`src/obi_integrity_pkg.sv`:
```
/*
  Shared widths, types, queue depth and checksum rules for the data bus
  integrity unit. Modules refer to these by scoped name.
*/
package obi_integrity_pkg;

  typedef logic [31:0] addr_t;
  typedef logic [31:0] data_t;
  typedef logic [3:0]  be_t;
  typedef logic [2:0]  prot_t;
  typedef logic [1:0]  memtype_t;
  typedef logic [12:0] achk_t;
  typedef logic [4:0]  rchk_t;

  // Granted requests that may wait for a response
  localparam int OUTSTANDING_DEPTH = 4;
  localparam int PTR_W = 2;

  // Only this rchk bit is compared on a store response
  localparam int RCHK_ERR_BIT = 4;

  // Fields not carried by this bus, fixed at zero
  localparam logic [5:0] ATOP_VALUE = 6'b00_0000;
  localparam logic [7:0] MID_VALUE = 8'h00;
  localparam logic EXOKAY_VALUE = 1'b0;

  // Address phase checksum over the held request fields
  function automatic achk_t f_achk(
    input data_t    wdata,
    input logic     dbg,
    input be_t      be,
    input logic     we,
    input prot_t    prot,
    input memtype_t memtype,
    input addr_t    addr
  );
    return {^wdata[31:24], ^wdata[23:16], ^wdata[15:8], ^wdata[7:0],
            ~^dbg,
            ^ATOP_VALUE,
            ^MID_VALUE,
            ~^{be, we},
            ~^{prot, memtype},
            ^addr[31:24], ^addr[23:16], ^addr[15:8], ^addr[7:0]};
  endfunction

  // Response checksum, top bit covers err and exokay
  function automatic rchk_t f_rchk(
    input logic  err,
    input data_t rdata
  );
    return {^{err, EXOKAY_VALUE},
            ^rdata[31:24], ^rdata[23:16], ^rdata[15:8], ^rdata[7:0]};
  endfunction

endpackage
```
`src/obi_integrity_top.sv`:
```
/*
  Integrity unit for one data bus. Request stage on one side, tracker in
  the middle, three response stages ending in the major alert.
*/
`timescale 1ns/10ps

module obi_integrity_top (
  input  logic                        clk_i,
  input  logic                        rst_n,
  input  logic                        integrity_enable,
  input  logic                        core_req,
  input  obi_integrity_pkg::addr_t    core_addr,
  input  logic                        core_we,
  input  obi_integrity_pkg::be_t      core_be,
  input  obi_integrity_pkg::data_t    core_wdata,
  input  obi_integrity_pkg::prot_t    core_prot,
  input  obi_integrity_pkg::memtype_t core_memtype,
  input  logic                        core_dbg,
  input  logic                        core_integrity,
  input  logic                        obi_gnt,
  input  logic                        obi_gntpar,
  input  logic                        obi_rvalid,
  input  logic                        obi_rvalidpar,
  input  obi_integrity_pkg::data_t    obi_rdata,
  input  logic                        obi_err,
  input  obi_integrity_pkg::rchk_t    obi_rchk,
  output logic                        obi_req,
  output logic                        obi_reqpar,
  output obi_integrity_pkg::addr_t    obi_addr,
  output logic                        obi_we,
  output obi_integrity_pkg::be_t      obi_be,
  output obi_integrity_pkg::data_t    obi_wdata,
  output obi_integrity_pkg::prot_t    obi_prot,
  output obi_integrity_pkg::memtype_t obi_memtype,
  output logic                        obi_dbg,
  output obi_integrity_pkg::achk_t    obi_achk,
  output logic                        resp_valid,
  output obi_integrity_pkg::data_t    resp_rdata,
  output logic                        resp_err,
  output logic                        resp_integrity_err,
  output logic                        alert_major
);

  logic obi_integrity;
  logic pop;
  logic head_valid;
  logic head_store;
  logic head_integrity;
  logic head_gnt_fault;
  logic gnt_fault_pulse;
  logic cap_valid;
  obi_integrity_pkg::data_t cap_rdata;
  logic cap_err;
  obi_integrity_pkg::rchk_t cap_rchk;
  logic cap_store;
  logic cap_integrity;
  logic cap_par_fault;
  logic chk_valid;
  obi_integrity_pkg::data_t chk_rdata;
  logic chk_err;
  logic chk_integrity_err;
  logic chk_par_fault;

  achk_gen u_achk_gen (
    .clk_i          (clk_i),
    .rst_n          (rst_n),
    .core_req       (core_req),
    .core_addr      (core_addr),
    .core_we        (core_we),
    .core_be        (core_be),
    .core_wdata     (core_wdata),
    .core_prot      (core_prot),
    .core_memtype   (core_memtype),
    .core_dbg       (core_dbg),
    .core_integrity (core_integrity),
    .obi_gnt        (obi_gnt),
    .obi_req        (obi_req),
    .obi_reqpar     (obi_reqpar),
    .obi_addr       (obi_addr),
    .obi_we         (obi_we),
    .obi_be         (obi_be),
    .obi_wdata      (obi_wdata),
    .obi_prot       (obi_prot),
    .obi_memtype    (obi_memtype),
    .obi_dbg        (obi_dbg),
    .obi_achk       (obi_achk),
    .obi_integrity  (obi_integrity)
  );

  req_tracker u_req_tracker (
    .clk_i           (clk_i),
    .rst_n           (rst_n),
    .obi_req         (obi_req),
    .obi_we          (obi_we),
    .obi_integrity   (obi_integrity),
    .obi_gnt         (obi_gnt),
    .obi_gntpar      (obi_gntpar),
    .pop             (pop),
    .head_valid      (head_valid),
    .head_store      (head_store),
    .head_integrity  (head_integrity),
    .head_gnt_fault  (head_gnt_fault),
    .gnt_fault_pulse (gnt_fault_pulse)
  );

  resp_capture u_resp_capture (
    .clk_i          (clk_i),
    .rst_n          (rst_n),
    .obi_rvalid     (obi_rvalid),
    .obi_rvalidpar  (obi_rvalidpar),
    .obi_rdata      (obi_rdata),
    .obi_err        (obi_err),
    .obi_rchk       (obi_rchk),
    .head_valid     (head_valid),
    .head_store     (head_store),
    .head_integrity (head_integrity),
    .head_gnt_fault (head_gnt_fault),
    .pop            (pop),
    .cap_valid      (cap_valid),
    .cap_rdata      (cap_rdata),
    .cap_err        (cap_err),
    .cap_rchk       (cap_rchk),
    .cap_store      (cap_store),
    .cap_integrity  (cap_integrity),
    .cap_par_fault  (cap_par_fault)
  );

  rchk_check u_rchk_check (
    .clk_i             (clk_i),
    .rst_n             (rst_n),
    .integrity_enable  (integrity_enable),
    .cap_valid         (cap_valid),
    .cap_rdata         (cap_rdata),
    .cap_err           (cap_err),
    .cap_rchk          (cap_rchk),
    .cap_store         (cap_store),
    .cap_integrity     (cap_integrity),
    .cap_par_fault     (cap_par_fault),
    .chk_valid         (chk_valid),
    .chk_rdata         (chk_rdata),
    .chk_err           (chk_err),
    .chk_integrity_err (chk_integrity_err),
    .chk_par_fault     (chk_par_fault)
  );

  alert_ctrl u_alert_ctrl (
    .clk_i              (clk_i),
    .rst_n              (rst_n),
    .chk_valid          (chk_valid),
    .chk_rdata          (chk_rdata),
    .chk_err            (chk_err),
    .chk_integrity_err  (chk_integrity_err),
    .chk_par_fault      (chk_par_fault),
    .gnt_fault_pulse    (gnt_fault_pulse),
    .resp_valid         (resp_valid),
    .resp_rdata         (resp_rdata),
    .resp_err           (resp_err),
    .resp_integrity_err (resp_integrity_err),
    .alert_major        (alert_major)
  );

endmodule

```
`src/alert_ctrl.sv`:
```
/*
  Last response stage. Drives the response outputs and holds the major
  alert once any integrity error or grant parity fault is seen.
*/
`timescale 1ns/10ps

module alert_ctrl (
  input  logic                     clk_i,
  input  logic                     rst_n,
  input  logic                     chk_valid,
  input  obi_integrity_pkg::data_t chk_rdata,
  input  logic                     chk_err,
  input  logic                     chk_integrity_err,
  input  logic                     chk_par_fault,
  input  logic                     gnt_fault_pulse,
  output logic                     resp_valid,
  output obi_integrity_pkg::data_t resp_rdata,
  output logic                     resp_err,
  output logic                     resp_integrity_err,
  output logic                     alert_major
);

  logic resp_fault;
  logic alert_set;

  // Parity faults alert regardless of the checksum gate
  assign resp_fault = chk_valid && (chk_integrity_err || chk_par_fault);
  assign alert_set = resp_fault || gnt_fault_pulse;

  always_ff @(posedge clk_i) begin
    if (!rst_n) begin
      resp_valid         <= 1'b0;
      resp_integrity_err <= 1'b0;
      alert_major        <= 1'b0;
    end else begin
      resp_valid         <= chk_valid;
      resp_integrity_err <= resp_fault;
      if (alert_set) begin
        alert_major <= 1'b1;
      end
    end
  end

  always_ff @(posedge clk_i) begin
    if (chk_valid) begin
      resp_rdata <= chk_rdata;
      resp_err   <= chk_err;
    end
  end

  // Sticky until reset
  a_alert_sticky: assert property (@(posedge clk_i) disable iff (!rst_n)
    alert_major |=> alert_major);

endmodule

```
`src/rchk_check.sv`:
```
/*
  Second response stage. Recomputes the response checksum and compares it
  with the received one. Stores compare only the error bit. A mismatch counts
  only with integrity enabled and requested; parity faults always count.
*/
`timescale 1ns/10ps

module rchk_check (
  input  logic                     clk_i,
  input  logic                     rst_n,
  input  logic                     integrity_enable,
  input  logic                     cap_valid,
  input  obi_integrity_pkg::data_t cap_rdata,
  input  logic                     cap_err,
  input  obi_integrity_pkg::rchk_t cap_rchk,
  input  logic                     cap_store,
  input  logic                     cap_integrity,
  input  logic                     cap_par_fault,
  output logic                     chk_valid,
  output obi_integrity_pkg::data_t chk_rdata,
  output logic                     chk_err,
  output logic                     chk_integrity_err,
  output logic                     chk_par_fault
);

  obi_integrity_pkg::rchk_t rchk_calc;
  logic err_bit_mismatch;
  logic all_mismatch;
  logic mismatch;
  logic counted;

  assign rchk_calc = obi_integrity_pkg::f_rchk(cap_err, cap_rdata);

  assign err_bit_mismatch = cap_rchk[obi_integrity_pkg::RCHK_ERR_BIT] !=
                            rchk_calc[obi_integrity_pkg::RCHK_ERR_BIT];
  assign all_mismatch = (cap_rchk != rchk_calc);

  // Store responses carry no read data to protect
  assign mismatch = cap_store ? err_bit_mismatch : all_mismatch;
  assign counted = mismatch && integrity_enable && cap_integrity;

  always_ff @(posedge clk_i) begin
    if (!rst_n) begin
      chk_valid <= 1'b0;
    end else begin
      chk_valid <= cap_valid;
    end
  end

  always_ff @(posedge clk_i) begin
    if (cap_valid) begin
      chk_rdata         <= cap_rdata;
      chk_err           <= cap_err;
      chk_integrity_err <= counted || cap_par_fault;
      chk_par_fault     <= cap_par_fault;
    end
  end

endmodule

```
`src/resp_capture.sv`:
```
/*
  First response stage. Pops the tracker head on each rvalid and registers
  the response with the head entry. Parity faults and unexpected responses
  are folded into one flag.
*/
`timescale 1ns/10ps

module resp_capture (
  input  logic                     clk_i,
  input  logic                     rst_n,
  input  logic                     obi_rvalid,
  input  logic                     obi_rvalidpar,
  input  obi_integrity_pkg::data_t obi_rdata,
  input  logic                     obi_err,
  input  obi_integrity_pkg::rchk_t obi_rchk,
  input  logic                     head_valid,
  input  logic                     head_store,
  input  logic                     head_integrity,
  input  logic                     head_gnt_fault,
  output logic                     pop,
  output logic                     cap_valid,
  output obi_integrity_pkg::data_t cap_rdata,
  output logic                     cap_err,
  output obi_integrity_pkg::rchk_t cap_rchk,
  output logic                     cap_store,
  output logic                     cap_integrity,
  output logic                     cap_par_fault
);

  logic rvalid_fault;
  logic unexpected;

  assign pop = obi_rvalid;
  assign rvalid_fault = (obi_rvalidpar == obi_rvalid);
  assign unexpected = obi_rvalid && !head_valid;

  always_ff @(posedge clk_i) begin
    if (!rst_n) begin
      cap_valid <= 1'b0;
    end else begin
      cap_valid <= obi_rvalid;
    end
  end

  always_ff @(posedge clk_i) begin
    if (obi_rvalid) begin
      cap_rdata     <= obi_rdata;
      cap_err       <= obi_err;
      cap_rchk      <= obi_rchk;
      cap_store     <= head_store;
      cap_integrity <= head_integrity;
      cap_par_fault <= rvalid_fault || head_gnt_fault || unexpected;
    end
  end

endmodule

```
`src/req_tracker.sv`:
```
/*
  Queue of granted requests still waiting for a response. Each entry keeps
  the store flag, the integrity flag and any grant parity fault seen at
  grant time. The head entry is read by the response capture stage.
*/
`timescale 1ns/10ps

module req_tracker (
  input  logic clk_i,
  input  logic rst_n,
  input  logic obi_req,
  input  logic obi_we,
  input  logic obi_integrity,
  input  logic obi_gnt,
  input  logic obi_gntpar,
  input  logic pop,
  output logic head_valid,
  output logic head_store,
  output logic head_integrity,
  output logic head_gnt_fault,
  output logic gnt_fault_pulse
);

  logic [obi_integrity_pkg::PTR_W-1:0] wr_ptr;
  logic [obi_integrity_pkg::PTR_W-1:0] rd_ptr;
  logic [obi_integrity_pkg::PTR_W:0]   count;
  logic ent_store     [obi_integrity_pkg::OUTSTANDING_DEPTH];
  logic ent_integrity [obi_integrity_pkg::OUTSTANDING_DEPTH];
  logic ent_gnt_fault [obi_integrity_pkg::OUTSTANDING_DEPTH];
  logic push;
  logic pop_ok;
  logic gnt_fault;
  logic full;

  assign push = obi_req && obi_gnt;
  // Grant parity must be the inverse of grant
  assign gnt_fault = (obi_gntpar == obi_gnt);

  // Pop on an empty queue is an unexpected response, handled downstream
  assign pop_ok = pop && head_valid;

  assign head_valid = (count != '0);
  assign full = (count == (obi_integrity_pkg::PTR_W + 1)'(obi_integrity_pkg::OUTSTANDING_DEPTH));

  always_ff @(posedge clk_i) begin
    if (!rst_n) begin
      wr_ptr <= '0;
      rd_ptr <= '0;
      count  <= '0;
    end else begin
      if (push) begin
        wr_ptr <= wr_ptr + 1'b1;
      end
      if (pop_ok) begin
        rd_ptr <= rd_ptr + 1'b1;
      end
      case ({push, pop_ok})
        2'b10:   count <= count + 1'b1;
        2'b01:   count <= count - 1'b1;
        default: count <= count;
      endcase
    end
  end

  always_ff @(posedge clk_i) begin
    if (push) begin
      ent_store[wr_ptr]     <= obi_we;
      ent_integrity[wr_ptr] <= obi_integrity;
      ent_gnt_fault[wr_ptr] <= gnt_fault;
    end
  end

  assign head_store     = ent_store[rd_ptr];
  assign head_integrity = ent_integrity[rd_ptr];
  assign head_gnt_fault = ent_gnt_fault[rd_ptr];

  // Fault pulse to the alert, also without a request on the bus
  always_ff @(posedge clk_i) begin
    if (!rst_n) begin
      gnt_fault_pulse <= 1'b0;
    end else begin
      gnt_fault_pulse <= gnt_fault;
    end
  end

  // A full queue only accepts a grant when the head leaves in the same cycle
  a_no_push_full: assert property (@(posedge clk_i) disable iff (!rst_n)
    push && full |-> pop_ok);

endmodule

```
`src/achk_gen.sv`:
```
/*
  Request stage. Registers a processor request, holds it on the bus until
  granted and adds the request parity bit and the address phase checksum.
*/
`timescale 1ns/10ps

module achk_gen (
  input  logic                        clk_i,
  input  logic                        rst_n,
  input  logic                        core_req,
  input  obi_integrity_pkg::addr_t    core_addr,
  input  logic                        core_we,
  input  obi_integrity_pkg::be_t      core_be,
  input  obi_integrity_pkg::data_t    core_wdata,
  input  obi_integrity_pkg::prot_t    core_prot,
  input  obi_integrity_pkg::memtype_t core_memtype,
  input  logic                        core_dbg,
  input  logic                        core_integrity,
  input  logic                        obi_gnt,
  output logic                        obi_req,
  output logic                        obi_reqpar,
  output obi_integrity_pkg::addr_t    obi_addr,
  output logic                        obi_we,
  output obi_integrity_pkg::be_t      obi_be,
  output obi_integrity_pkg::data_t    obi_wdata,
  output obi_integrity_pkg::prot_t    obi_prot,
  output obi_integrity_pkg::memtype_t obi_memtype,
  output logic                        obi_dbg,
  output obi_integrity_pkg::achk_t    obi_achk,
  output logic                        obi_integrity
);

  logic slot_free;

  // Bus slot opens when idle or when the held request is granted
  assign slot_free = !obi_req || obi_gnt;

  always_ff @(posedge clk_i) begin
    if (!rst_n) begin
      obi_req <= 1'b0;
    end else if (slot_free) begin
      obi_req <= core_req;
    end
  end

  always_ff @(posedge clk_i) begin
    if (slot_free && core_req) begin
      obi_addr      <= core_addr;
      obi_we        <= core_we;
      obi_be        <= core_be;
      obi_wdata     <= core_wdata;
      obi_prot      <= core_prot;
      obi_memtype   <= core_memtype;
      obi_dbg       <= core_dbg;
      obi_integrity <= core_integrity;
    end
  end

  assign obi_reqpar = ~obi_req;
  assign obi_achk = obi_integrity_pkg::f_achk(obi_wdata, obi_dbg, obi_be, obi_we,
                                              obi_prot, obi_memtype, obi_addr);

  // An ungranted request keeps its address phase unchanged
  a_req_held: assert property (@(posedge clk_i) disable iff (!rst_n)
    obi_req && !obi_gnt |=> obi_req && $stable(obi_addr) && $stable(obi_achk));

endmodule

```
`config.mk`:
```
export PLATFORM = sky130hd
export DESIGN_NAME = obi_integrity_top
export DESIGN_NICKNAME = d
export VERILOG_FILES = /design/src/obi_integrity_pkg.sv /design/src/obi_integrity_top.sv /design/src/alert_ctrl.sv /design/src/rchk_check.sv /design/src/resp_capture.sv /design/src/req_tracker.sv /design/src/achk_gen.sv
export SDC_FILE = /design/constraint.sdc
export NUM_CORES = 1
export LEC_CHECK = 0
export BUFFER_PORTS_ARGS = -buffer_cell sky130_fd_sc_hd__buf_4
export CORE_UTILIZATION = 45
export CTS_CLUSTER_SIZE = 30
export DETAILED_ROUTE_END_ITERATION = 12
export PLACE_DENSITY_LB_ADDON = 0.08
export SLEW_MARGIN = 30
export SYNTH_ARGS = -nofsm -noshare
export SYNTH_HDL_FRONTEND = slang
export SYNTH_SLANG_ARGS = --single-unit
```
`constraint.sdc`:
```
create_clock -name clk_i -period 4.8 [get_ports clk_i]
set_clock_uncertainty 0.2 [all_clocks]
set_input_delay 0.24 -clock clk_i [delete_from_list [all_inputs] [get_ports clk_i]]
set_output_delay 0.24 -clock clk_i [all_outputs]
set_load 0.05 [all_outputs]
```
==> run_results.csv <==
group,metric,value,unit
cts,ctsHoldBuffers,121,
worst_setup_path,cp.arrival,2.45,ns
job,drv_cap,0,
synth,netlist_area,7610,um2
layout,nNetsFinal,888,
drt,highest_layer,"met4",
sta,timing_worst_slew_pin_value,0.866,ns
pwr,p_per_area,408,nW/um2
cts,max-clock-path-buffers,3,
global_route,grt_first_pass_wirelength,24400,um
sta,timing_hold_violations_final,0,
cts,htree_num_levels,1,
pwr,p_leak,4.55,nW
pwr,internal-power,3.54,mW
global_route,grt_antenna_before_repair,0,
synth,yosys_register_bits,213,
drt,drt_first_iter_violations,245,
layout,antenna_cells,0,
synth,yosys_warnings,0,
sta,setup_viol,0,
drt,wl_per_cell,15.7,um
drt,met3RoutedLength,818,um
drt,met2_length,8580,um
global_route,via_count_of_the_first_global_routing_pass,4779,
worst_setup_path,critPathCaptureType,"flip-flop",
sta,final_critical_period,2.23,ns
min_path,timing.hold.worst.class,"input pin to flip-flop",
pwr,switching_power,1.23,mW
synth,syn_inst,369,
layout,final_area,11700,um2
floorplan,std_cell_rows,47,
cts,clock-root-buffer,"sky130_fd_sc_hd__clkbuf_16",
sta,fin_worst_hold_slack,0.0642,ns
cts,post_cts_resized,0,
synth,post_synth.cell_area_avg,20.6,um2
sta,achievable-frequency,449,MHz
cts,clk-insertion-delay-late,0.49,ns
floorplan,floorplan.die.height,132,um
sta,final.period_utilization,0.464,
cts,cts_clk_pin_slew_worst_paths,0.06,ns
place,gp_congestion,0.794,
sta,setup_repair_after_global_routing_missed_its_margin,"no",
layout,utilization,0.707,
drt,drt_drc_violations_left,0,
global_route,gr-usage-all-layers,0.182,
pwr,p_seq_frac,0.472,
cts,cts_post_setup_buffers_inserted,0,
worst_setup_path,timing.setup.critical_path_class,"flip-flop to flip-flop",
drt,m1WireLength,5780,um
pwr,power.share.switching,0.258,
global_route,grt_start_max_net_pins,45,
synth,netlist-cell-type-count,29,
cts,number_of_clock_sinks,213,
sta,relSlewSlack,0.423,
floorplan,core,16500,um2
cts,cts_made_buffers,23,
sta,timing_max_transition_violations_final,0,
pwr,power_frac_clock,0.346,
layout,layout-drive-gt1-share,0.372,
floorplan,die-area,17400,um2
layout,synthToLayoutAreaGrowth,53.5,%
drt,route.antenna.remaining_nets,0,
floorplan,starting_density_of_the_core,0.460,
drt,routed_wl,15600,um
worst_setup_path,worst_setup_path_start_kind,"flip-flop",
pwr,vdd_ir_drop_max,410,uV
worst_setup_path,cp_max_fo,4,
synth,synth_seq_area_share,0.820,
place,placed_cell_area,9720,um2
sta,final.setup.tns,0,ns
place,port_buffers,245,
worst_setup_path,critical_path_required,5.02,ns
pwr,combPwrFrac,0.182,
outcome,run_status,"finished clean",
drt,drtPass1Iterations,4,
drt,via_count,4443,
layout,fillCellCount,1092,
worst_setup_path,r2r_slack,2.57,ns
floorplan,fp.dieW,132,um
global_route,globalRoute.totalOverflow,0,
drt,post_drt_via_cell_ratio,4.46,
place,dp.final_hpwl,10300,um
cts,cts_tree,"built",
floorplan,design.portCount,248,
## per-layer routing
| metal | track usage | up-vias |
|---|---|---|
| li1 | - | 2143 |
| met1 | 0.198 | 2126 |
| met2 | 0.347 | 142 |
| met3 | 0.0354 | 32 |
| met4 | 0.0659 | 0 |
| met5 | 0 | - |
## final timing paths
kind,to,depth (start not counted),from
setup / recovery,u_req_tracker.count[2]$_SDFFE_PN0P_,7,u_req_tracker.count[0]$_SDFFE_PN0P_
hold / removal,u_resp_capture.cap_rdata[27]$_DFFE_PP_,1,obi_rvalid
setup reg to reg,u_req_tracker.count[2]$_SDFFE_PN0P_,7,u_req_tracker.count[0]$_SDFFE_PN0P_
hold reg to reg,u_alert_ctrl.resp_rdata[8]$_DFFE_PP_,0,u_rchk_check.chk_rdata[8]$_DFFE_PP_
## sequential cells by signal, summed over array words and instances (netlist names), 2 cells and up, named ones only
| signal | count |
|---|---|
| u_achk_gen.obi_be | 4 |
| u_req_tracker.ent_integrity | 4 |
| u_achk_gen.obi_wdata | 32 |
| u_req_tracker.wr_ptr | 2 |
| u_achk_gen.obi_addr | 32 |
| u_req_tracker.ent_gnt_fault | 4 |
| u_alert_ctrl.resp_rdata | 32 |
| u_rchk_check.chk_rdata | 32 |
| u_achk_gen.obi_prot | 3 |
| u_req_tracker.ent_store | 4 |
| u_req_tracker.count | 3 |
| u_req_tracker.rd_ptr | 2 |
| u_resp_capture.cap_rchk | 5 |
| u_resp_capture.cap_rdata | 32 |
| u_achk_gen.obi_memtype | 2 |
## synth_stat cells
cell type	count	area share
sky130_fd_sc_hd__nand3_1	1	0.00066
sky130_fd_sc_hd__a31oi_1	1	0.00082
sky130_fd_sc_hd__and3_1	4	0.0033
sky130_fd_sc_hd__nor2_1	2	0.00099
sky130_fd_sc_hd__o21ai_0	3	0.0020
sky130_fd_sc_hd__buf_4	2	0.0020
sky130_fd_sc_hd__a21boi_0	2	0.0020
sky130_fd_sc_hd__xnor2_1	74	0.085
sky130_fd_sc_hd__o31ai_1	1	0.00099
sky130_fd_sc_hd__ha_1	5	0.0082
sky130_fd_sc_hd__fa_1	1	0.0026
sky130_fd_sc_hd__xor2_1	17	0.020
sky130_fd_sc_hd__dfxtp_1	16	0.042
sky130_fd_sc_hd__nand2_1	5	0.0025
sky130_fd_sc_hd__a211o_1	1	0.0012
sky130_fd_sc_hd__nand2b_1	1	0.00082
sky130_fd_sc_hd__edfxtp_1	197	0.78
sky130_fd_sc_hd__xnor2_2	4	0.0086
sky130_fd_sc_hd__o21a_1	2	0.0020
sky130_fd_sc_hd__nor4_1	1	0.00082
sky130_fd_sc_hd__mux4_2	3	0.0089
sky130_fd_sc_hd__conb_1	1	0.00049
sky130_fd_sc_hd__inv_1	7	0.0035
sky130_fd_sc_hd__or3_1	1	0.00082
sky130_fd_sc_hd__o31a_1	1	0.0012
sky130_fd_sc_hd__nor2b_1	1	0.00082
sky130_fd_sc_hd__and2_1	10	0.0082
sky130_fd_sc_hd__xnor3_1	4	0.012
sky130_fd_sc_hd__clkbuf_1	1	0.00049
## cells by family after synthesis
| kind of cell | synth area share |
|---|---|
| buffers and inverters | 0.00592 |
| other | 0.000493 |
| XOR/XNOR | 0.125 |
| AO/OA/AOI/OAI | 0.0100 |
| multiplexers | 0.00888 |
| AND/OR/NAND/NOR | 0.0189 |
| adder cells (fa/ha/maj) | 0.0109 |
| flip-flops | 0.820 |
## layout make-up
cell class,instances,area [um2],area share
flip-flops and latches,213,6240,0.534
repair buffers,368,3090,0.264
multi-input cells,147,1340,0.115
clock buffers,31,636,0.0544
well taps,220,275,0.0236
clock inverters,11,80.1,0.00686
inverters,7,26.3,0.00225
## through the flow
| step | total power, mW | setup slack [ns] | cells |
|---|---|---|---|
| floorplan | 2.80 | 1.10 | 370 |
| global placement | 3.06 | 2.23 | 833 |
| detailed placement | 3.08 | 2.10 | 833 |
| CTS | 4.81 | 2.28 | 996 |
| global route | 4.95 | 2.36 | 997 |
| finish | 4.77 | 2.57 | 997 |
## critical path, stage by stage, from the launching register on
cell,delay [ns]
sky130_fd_sc_hd__dfxtp_1,0.37
sky130_fd_sc_hd__o31a_1,0.24
sky130_fd_sc_hd__ha_1,0.21
sky130_fd_sc_hd__inv_1,0.07
sky130_fd_sc_hd__fa_1,0.43
sky130_fd_sc_hd__xor2_1,0.16
sky130_fd_sc_hd__or3_1,0.31
sky130_fd_sc_hd__a21boi_0,0.17
## placed cells by master (no fill, tap or decap)
cell type                       count
sky130_fd_sc_hd__a211o_1            1
sky130_fd_sc_hd__a21boi_0           2
sky130_fd_sc_hd__a31oi_1            1
sky130_fd_sc_hd__and2_1            10
sky130_fd_sc_hd__and3_1             4
sky130_fd_sc_hd__buf_16             1
sky130_fd_sc_hd__buf_4            246
sky130_fd_sc_hd__bufinv_16          1
sky130_fd_sc_hd__clkbuf_1           5
sky130_fd_sc_hd__clkbuf_16         23
sky130_fd_sc_hd__clkbuf_8           3
sky130_fd_sc_hd__clkinv_1           5
sky130_fd_sc_hd__clkinv_2           3
sky130_fd_sc_hd__clkinvlp_4         1
sky130_fd_sc_hd__conb_1             2
sky130_fd_sc_hd__dfxtp_1           14
sky130_fd_sc_hd__dfxtp_2            2
sky130_fd_sc_hd__dlygate4sd3_1    121
sky130_fd_sc_hd__edfxtp_1         197
sky130_fd_sc_hd__fa_1               1
sky130_fd_sc_hd__ha_1               5
sky130_fd_sc_hd__inv_1              7
sky130_fd_sc_hd__inv_6              1
sky130_fd_sc_hd__mux4_2             3
sky130_fd_sc_hd__nand2_1            5
sky130_fd_sc_hd__nand2b_1           1
sky130_fd_sc_hd__nand3_1            1
sky130_fd_sc_hd__nor2_1             2
sky130_fd_sc_hd__nor2b_4            1
sky130_fd_sc_hd__nor4_1             1
sky130_fd_sc_hd__o21a_1             2
sky130_fd_sc_hd__o21ai_0            3
sky130_fd_sc_hd__o31a_1             1
sky130_fd_sc_hd__o31ai_1            1
sky130_fd_sc_hd__or3_1              1
sky130_fd_sc_hd__xnor2_1           74
sky130_fd_sc_hd__xnor2_2            4
sky130_fd_sc_hd__xnor3_1            4
sky130_fd_sc_hd__xor2_1            17
## power by group through the flow
stage | Combinational (mW) | Clock [mW] | Sequential (mW)
global placement | 0.777 | 0 | 2.28
finish | 0.867 | 1.65 | 2.25
detailed placement | 0.786 | 0 | 2.29
floorplan | 0.387 | 0 | 2.42
CTS | 0.870 | 1.69 | 2.25
global route | 0.920 | 1.77 | 2.27
No activity file was read; power rests on OpenSTA's default activity.
